**src/source/friscv_alu_pkg.sv**
```systemverilog
/*
 * rv32i integer ALU package
 * widths, instruction encodings, operation enums and decoded control
 */

package friscv_alu_pkg;

    ////////////////////
    // widths
    ////////////////////

    localparam int XLEN       = 32;
    localparam int INSTR_W    = 32;
    localparam int REG_ADDR_W = 5;
    localparam int SHAMT_W    = 5;
    localparam int IMM12_W    = 12;

    typedef logic [XLEN-1:0]       xlen_t;
    typedef logic [REG_ADDR_W-1:0] reg_addr_t;
    typedef logic [INSTR_W-1:0]    instr_t;
    typedef logic [SHAMT_W-1:0]    shamt_t;
    typedef logic [IMM12_W-1:0]    imm12_t;
    typedef logic [6:0]            opcode_t;
    typedef logic [2:0]            funct3_t;

    ////////////////////
    // instruction fields
    ////////////////////

    // lsb position of each field in the instruction word
    localparam int RD_LSB     = 7;
    localparam int F3_LSB     = 12;
    localparam int RS1_LSB    = 15;
    localparam int RS2_LSB    = 20;
    localparam int IMM12_LSB  = 20;

    // funct7[5], set for sub and sra
    localparam int F7_ALT_BIT = 30;

    localparam opcode_t OPC_R_ARITH = 7'b0110011;
    localparam opcode_t OPC_I_ARITH = 7'b0010011;

    localparam funct3_t F3_ADD  = 3'b000;
    localparam funct3_t F3_SLL  = 3'b001;
    localparam funct3_t F3_SLT  = 3'b010;
    localparam funct3_t F3_SLTU = 3'b011;
    localparam funct3_t F3_XOR  = 3'b100;
    localparam funct3_t F3_SR   = 3'b101;
    localparam funct3_t F3_OR   = 3'b110;
    localparam funct3_t F3_AND  = 3'b111;

    ////////////////////
    // decoded control
    ////////////////////

    // immediate forms share the register-form operation
    typedef enum logic [3:0] {
        OP_NONE,
        OP_ADD,
        OP_SUB,
        OP_SLT,
        OP_SLTU,
        OP_XOR,
        OP_OR,
        OP_AND,
        OP_SLL,
        OP_SRL,
        OP_SRA
    } alu_op_e;

    typedef enum logic [1:0] {
        UNIT_NONE,
        UNIT_ARITH,
        UNIT_SHIFT,
        UNIT_LOGIC
    } alu_unit_e;

    typedef struct packed {
        alu_op_e   op;
        alu_unit_e unit;
        logic      use_imm;
        xlen_t     imm;
        reg_addr_t rs1_addr;
        reg_addr_t rs2_addr;
        reg_addr_t rd_addr;
        logic      arith_opc;
    } alu_ctrl_t;

endpackage
```
**src/source/rv32i_alu.sv**
```systemverilog
/*
 * RV32I integer ALU, combinational
 * decodes R/I arithmetic instructions and returns the destination write
 */

`timescale 1ns/1ps

module rv32i_alu (
    // instruction
    input  logic                      alu_en,
    input  friscv_alu_pkg::instr_t    instr,
    // register file read ports
    output friscv_alu_pkg::reg_addr_t rs1_addr,
    input  friscv_alu_pkg::xlen_t     rs1_val,
    output friscv_alu_pkg::reg_addr_t rs2_addr,
    input  friscv_alu_pkg::xlen_t     rs2_val,
    // register file write port
    output logic                      rd_wr,
    output friscv_alu_pkg::reg_addr_t rd_addr,
    output friscv_alu_pkg::xlen_t     rd_val
);

    friscv_alu_pkg::alu_ctrl_t ctrl;
    friscv_alu_pkg::xlen_t     b;
    friscv_alu_pkg::xlen_t     arith_res;
    friscv_alu_pkg::xlen_t     shift_res;
    friscv_alu_pkg::xlen_t     logic_res;

    ////////////////////
    // decode
    ////////////////////

    alu_decoder u_alu_decoder (
        .instr (instr),
        .ctrl  (ctrl)
    );

    assign rs1_addr = ctrl.rs1_addr;
    assign rs2_addr = ctrl.rs2_addr;
    assign rd_addr  = ctrl.rd_addr;

    // write for any arithmetic opcode, even an unmatched funct
    assign rd_wr = alu_en & ctrl.arith_opc;

    // second operand
    assign b = ctrl.use_imm ? ctrl.imm : rs2_val;

    ////////////////////
    // units
    ////////////////////

    alu_arith u_alu_arith (
        .a   (rs1_val),
        .b   (b),
        .op  (ctrl.op),
        .res (arith_res)
    );

    // shamt is the low 5 bits of rs2 or of the immediate
    alu_shifter u_alu_shifter (
        .value (rs1_val),
        .shamt (b[friscv_alu_pkg::SHAMT_W-1:0]),
        .op    (ctrl.op),
        .res   (shift_res)
    );

    always_comb begin
        case (ctrl.op)
            friscv_alu_pkg::OP_XOR: logic_res = rs1_val ^ b;
            friscv_alu_pkg::OP_OR:  logic_res = rs1_val | b;
            friscv_alu_pkg::OP_AND: logic_res = rs1_val & b;
            default:                logic_res = '0;
        endcase
    end

    ////////////////////
    // result select
    ////////////////////

    always_comb begin
        case (ctrl.unit)
            friscv_alu_pkg::UNIT_ARITH: rd_val = arith_res;
            friscv_alu_pkg::UNIT_SHIFT: rd_val = shift_res;
            friscv_alu_pkg::UNIT_LOGIC: rd_val = logic_res;
            default:                    rd_val = '0;
        endcase
    end

endmodule

```
**src/source/alu_shifter.sv**
```systemverilog
/*
 * ALU barrel shifter
 * log shifter for sll, srl and sra, left shifts go through bit reversal
 */

`timescale 1ns/1ps

module alu_shifter (
    input  friscv_alu_pkg::xlen_t   value,
    input  friscv_alu_pkg::shamt_t  shamt,
    input  friscv_alu_pkg::alu_op_e op,
    output friscv_alu_pkg::xlen_t   res
);

    localparam int W = friscv_alu_pkg::XLEN;
    localparam int S = friscv_alu_pkg::SHAMT_W;

    logic                  is_left;
    logic                  is_shift;
    logic                  fill;
    friscv_alu_pkg::xlen_t stage [0:S];
    friscv_alu_pkg::xlen_t shifted;

    function automatic friscv_alu_pkg::xlen_t bit_rev(input friscv_alu_pkg::xlen_t v);
        friscv_alu_pkg::xlen_t r;
        for (int i = 0; i < W; i++) begin
            r[i] = v[W-1-i];
        end
        return r;
    endfunction

    assign is_left  = (op == friscv_alu_pkg::OP_SLL);
    assign is_shift = (op == friscv_alu_pkg::OP_SLL) ||
                      (op == friscv_alu_pkg::OP_SRL) ||
                      (op == friscv_alu_pkg::OP_SRA);

    // sign fill only for arithmetic right
    assign fill = (op == friscv_alu_pkg::OP_SRA) ? value[W-1] : 1'b0;

    ////////////////////
    // right shift stages
    ////////////////////

    assign stage[0] = is_left ? bit_rev(value) : value;

    // stage s shifts by 2**s
    for (genvar s = 0; s < S; s++) begin : g_stage
        localparam int STEP = 1 << s;
        assign stage[s+1] = shamt[s] ? {{STEP{fill}}, stage[s][W-1:STEP]} : stage[s];
    end

    assign shifted = is_left ? bit_rev(stage[S]) : stage[S];

    assign res = is_shift ? shifted : '0;

endmodule

```
**src/source/alu_arith.sv**
```systemverilog
/*
 * ALU arithmetic unit
 * add, sub and signed/unsigned set-less-than from one subtractor
 */

`timescale 1ns/1ps

module alu_arith (
    input  friscv_alu_pkg::xlen_t   a,
    input  friscv_alu_pkg::xlen_t   b,
    input  friscv_alu_pkg::alu_op_e op,
    output friscv_alu_pkg::xlen_t   res
);

    localparam int W = friscv_alu_pkg::XLEN;

    friscv_alu_pkg::xlen_t sum;
    logic [W:0]            sub_full;
    friscv_alu_pkg::xlen_t diff;
    logic                  carry;
    logic                  ovf;
    logic                  lt_s;
    logic                  lt_u;

    ////////////////////
    // adder
    ////////////////////

    assign sum = a + b;

    ////////////////////
    // subtractor
    ////////////////////

    // a + ~b + 1, carry out is the inverse of the borrow
    assign sub_full = {1'b0, a} + {1'b0, ~b} + (W+1)'(1);
    assign diff     = sub_full[W-1:0];
    assign carry    = sub_full[W];

    // operands of opposite sign and result sign differs from a
    assign ovf  = (a[W-1] != b[W-1]) && (diff[W-1] != a[W-1]);

    assign lt_s = diff[W-1] ^ ovf;
    assign lt_u = ~carry;

    always_comb begin
        case (op)
            friscv_alu_pkg::OP_ADD:  res = sum;
            friscv_alu_pkg::OP_SUB:  res = diff;
            friscv_alu_pkg::OP_SLT:  res = friscv_alu_pkg::xlen_t'(lt_s);
            friscv_alu_pkg::OP_SLTU: res = friscv_alu_pkg::xlen_t'(lt_u);
            default:                 res = '0;
        endcase
    end

endmodule

```
**src/source/alu_decoder.sv**
```systemverilog
/*
 * ALU instruction decoder
 * splits an R/I arithmetic instruction into fields, picks operation and unit
 */

`timescale 1ns/1ps

module alu_decoder (
    input  friscv_alu_pkg::instr_t    instr,
    output friscv_alu_pkg::alu_ctrl_t ctrl
);

    friscv_alu_pkg::opcode_t   opcode;
    friscv_alu_pkg::funct3_t   funct3;
    logic                      alt;
    friscv_alu_pkg::reg_addr_t rs1;
    friscv_alu_pkg::reg_addr_t rs2;
    friscv_alu_pkg::reg_addr_t rd;
    friscv_alu_pkg::imm12_t    imm12;
    friscv_alu_pkg::xlen_t     imm_ext;

    logic                      is_r;
    logic                      is_i;
    friscv_alu_pkg::alu_op_e   op;
    friscv_alu_pkg::alu_unit_e unit;

    ////////////////////
    // fields
    ////////////////////

    assign opcode = instr[6:0];
    assign funct3 = instr[friscv_alu_pkg::F3_LSB +: 3];
    assign alt    = instr[friscv_alu_pkg::F7_ALT_BIT];
    assign rs1    = instr[friscv_alu_pkg::RS1_LSB +: friscv_alu_pkg::REG_ADDR_W];
    assign rs2    = instr[friscv_alu_pkg::RS2_LSB +: friscv_alu_pkg::REG_ADDR_W];
    assign rd     = instr[friscv_alu_pkg::RD_LSB +: friscv_alu_pkg::REG_ADDR_W];
    assign imm12  = instr[friscv_alu_pkg::IMM12_LSB +: friscv_alu_pkg::IMM12_W];

    assign imm_ext = {
        {(friscv_alu_pkg::XLEN - friscv_alu_pkg::IMM12_W){imm12[friscv_alu_pkg::IMM12_W-1]}},
        imm12
    };

    assign is_r = (opcode == friscv_alu_pkg::OPC_R_ARITH);
    assign is_i = (opcode == friscv_alu_pkg::OPC_I_ARITH);

    ////////////////////
    // operation
    ////////////////////

    always_comb begin
        op = friscv_alu_pkg::OP_NONE;
        if (is_r || is_i) begin
            case (funct3)
                // bit 30 is part of the immediate for addi
                friscv_alu_pkg::F3_ADD: begin
                    op = (is_r && alt) ? friscv_alu_pkg::OP_SUB : friscv_alu_pkg::OP_ADD;
                end
                friscv_alu_pkg::F3_SLL: begin
                    op = friscv_alu_pkg::OP_SLL;
                end
                friscv_alu_pkg::F3_SLT: begin
                    op = friscv_alu_pkg::OP_SLT;
                end
                friscv_alu_pkg::F3_SLTU: begin
                    op = friscv_alu_pkg::OP_SLTU;
                end
                friscv_alu_pkg::F3_XOR: begin
                    op = friscv_alu_pkg::OP_XOR;
                end
                friscv_alu_pkg::F3_SR: begin
                    op = alt ? friscv_alu_pkg::OP_SRA : friscv_alu_pkg::OP_SRL;
                end
                friscv_alu_pkg::F3_OR: begin
                    op = friscv_alu_pkg::OP_OR;
                end
                friscv_alu_pkg::F3_AND: begin
                    op = friscv_alu_pkg::OP_AND;
                end
                default: begin
                    op = friscv_alu_pkg::OP_NONE;
                end
            endcase
        end
    end

    // unit owning each operation
    always_comb begin
        case (op)
            friscv_alu_pkg::OP_ADD,
            friscv_alu_pkg::OP_SUB,
            friscv_alu_pkg::OP_SLT,
            friscv_alu_pkg::OP_SLTU: unit = friscv_alu_pkg::UNIT_ARITH;
            friscv_alu_pkg::OP_SLL,
            friscv_alu_pkg::OP_SRL,
            friscv_alu_pkg::OP_SRA:  unit = friscv_alu_pkg::UNIT_SHIFT;
            friscv_alu_pkg::OP_XOR,
            friscv_alu_pkg::OP_OR,
            friscv_alu_pkg::OP_AND:  unit = friscv_alu_pkg::UNIT_LOGIC;
            default:                 unit = friscv_alu_pkg::UNIT_NONE;
        endcase
    end

    assign ctrl = '{
        op:        op,
        unit:      unit,
        use_imm:   is_i,
        imm:       imm_ext,
        rs1_addr:  rs1,
        rs2_addr:  rs2,
        rd_addr:   rd,
        arith_opc: is_r || is_i
    };

endmodule

```
**config.mk**
```make
export PLATFORM = sky130hd
export DESIGN_NAME = rv32i_alu
export DESIGN_NICKNAME = d
export VERILOG_FILES = /design/src/source/friscv_alu_pkg.sv /design/src/source/rv32i_alu.sv /design/src/source/alu_shifter.sv /design/src/source/alu_arith.sv /design/src/source/alu_decoder.sv
export SDC_FILE = /design/constraint.sdc
export NUM_CORES = 1
export LEC_CHECK = 0
export ABC_AREA = 1
export BUFFER_PORTS_ARGS = -buffer_cell sky130_fd_sc_hd__buf_2
export CORE_MARGIN = 1
export CORE_UTILIZATION = 58
export DETAILED_ROUTE_END_ITERATION = 16
export PLACE_DENSITY = 0.82
export SYNTH_ARGS = -nofsm -noshare
export SYNTH_HDL_FRONTEND = slang
export SYNTH_SLANG_ARGS = --single-unit
```
**constraint.sdc**
```tcl
create_clock -name vclk -period 8.3
set_input_delay 0.415 -clock vclk [all_inputs]
set_output_delay 0.415 -clock vclk [all_outputs]
set_load 0.02 [all_outputs]
```
==> run metrics <==
largest net degree at the start of global routing about 70; endpoint type of the worst setup path output port; non-filler cells, final ~2000; Setup Viol. Count Final 0; top cells by count, synth nand3_1, nand2_1, inv_1, nor2_1, a21oi_1; relative slew slack 28.6%; unrepaired setup endpoints after global routing no; top-level port count 145; first-pass GRT wire length just over 60000 microns; CP Launch Type input pin; syn_nets ~1900; via count 12900; DP HPWL 32100 microns; wire per inst slightly above 20 microns; Final Slew Violations 0; period utilisation layout a little over two thirds; ratio of cells with drive above 1 in the final layout between 10 and 15%; DR iter-0 viols between 2000 and 2500; pre-CTS setup slack around 2.7 ns; Final WS setup ~2.5 ns; yosys warns 0; Cell Rows between 40 and 50; Mean Syn Cell Area ~5.2 sq um; DIE AREA 0.0161 sq mm; Final Hold Vio Count 0; routability cong. roughly 1.1; DP Cell Count 1960; Hold WS 0.830 ns; worst vdd ir around 0.035 mV; leakage power between 5 and 6 nW; synth-to-layout area growth 4.14%; total negative slack 0 ns; Multi-input gate area ~0.0076 sq mm; worst min-delay path class input pin to output port; Max Clk Rate between 150 and 200 MHz; Critical Path RT about 7.9 ns; Netlist cell types 49; nets between 1500 and 2000; CTS Hold Buffers Added 0; TritonRoute pass-1 iters 9; Placed Instance Area about 0.0094 sq mm; most common cell in the netlist nand3_1; Post-Syn Instances approximately 1700; Power Dens Cells ~58 mW/mm^2; vias in the first global route between 10000 and 15000; outcome finished, final reports clean; gr usage total roughly half; diodes inserted 0; Gates resized, CTS repair 0; final total power 542 uW; Mapped Area around 0.0090 sq mm; Initial Utilization between 50% and 60%; clock buf count 0; Fillers about 1600; Storage cell area 0 sq um; Period minus WS final 5.82 ns; ANT nets after route 0; final WL 40200 microns; routed vias/inst ~6.6; initial antenna violation count 0; Crit Path Class input pin to output port; post-CTS setup buffer count 0; largest area contributor in the netlist nand3_1; CP Max Fanout 35; Die Height about 130 microns; final instance area 0.00941 sq mm; WP data arrival between 5 and 6 ns; post-synth top area share a little over a fifth; Core Util, Final approximately three fifths; Max Cap Viol 0; ranking of synthesized cells by area nand3_1, nand2_1, ha_1, inv_1, a21oi_1; die width between 100 and 150 microns; total grt overflow 0; Least-Margin Pin Slew about 1.1 ns; IO buf count about 130; Remaining DRCs 0; Core Area around 0.015 sq mm; sequential fraction of the synthesis area 0%; sequential cell count 0
[worst paths after layout]
kind	endpoint	from	slack [ns]	cells after the start
max	rd_val[31]	instr[2]	2.48	20
min	rd_addr[0]	instr[7]	0.83	0
[power by group]
part           switching [mW]  internal (mW)
sequential                  0              0
combinational           0.383          0.159
clock                       0              0
[critical path, cell delays in order]
cell	delay, ns
buf_2	0.09
inv_1	0.04
nand2_1	0.07
nor2_4	0.14
nand2_4	0.21
o21ai_4	0.81
inv_1	0.78
ha_1	0.63
inv_1	0.16
nand2_1	0.13
o21bai_4	0.20
a21o_1	0.20
nand3_1	0.12
nand2_1	0.10
nand2_1	0.05
nand3_1	0.10
fa_1	0.42
a211oi_1	0.44
nand2_1	0.10
buf_2	0.17
[per-layer routing]
metal  routed length (microns)  global-route usage, %  vias to the layer above
met4                      3100                   29.6                        0
met2                     16700                   74.2                     1065
met1                     15100                   62.7                     5723
li1                          -                      -                     5926
met5                         0                      0                        -
met3                      5350                   7.68                      196
[cell usage in the layout, fill, tap and decap left out, types with 2 or more instances in the layout]
cell type	instances
a211oi_1	6
a21boi_0	4
a21o_1	3
a21oi_1	107
a311oi_1	2
a31oi_1	6
buf_2	125
buf_4	7
fa_1	2
ha_1	94
inv_1	212
inv_2	12
nand2_1	395
nand2_2	8
nand2_4	2
nand3_1	397
nand3_2	11
nand4_1	42
nor2_1	136
nor2_2	2
nor2_4	2
nor3_1	17
nor4_1	11
o211ai_1	2
o21a_1	5
o21ai_0	86
o21ai_1	8
o21ai_2	5
o21ai_4	5
o21bai_1	2
o21bai_2	2
o221ai_1	27
o22ai_1	3
o31ai_1	2
or2_2	10
xor2_1	2
[logic make-up after synthesis]
group                      synth area share (%)
xor gates and xnor gates                  0.194
AOI/OAI and AO/OA                          18.8
adders and majority gates                  13.5
buffers and inverters                      15.4
and+or+nand+nor                            52.1
[final cells by class]
type	count	area share, %
Timing Repair Buffer	132	7.21
Multi-Input combinational cell	1415	81.3
Inverter	225	9.00
Tap cell	188	2.50
Power figures use the tool's default switching activity.
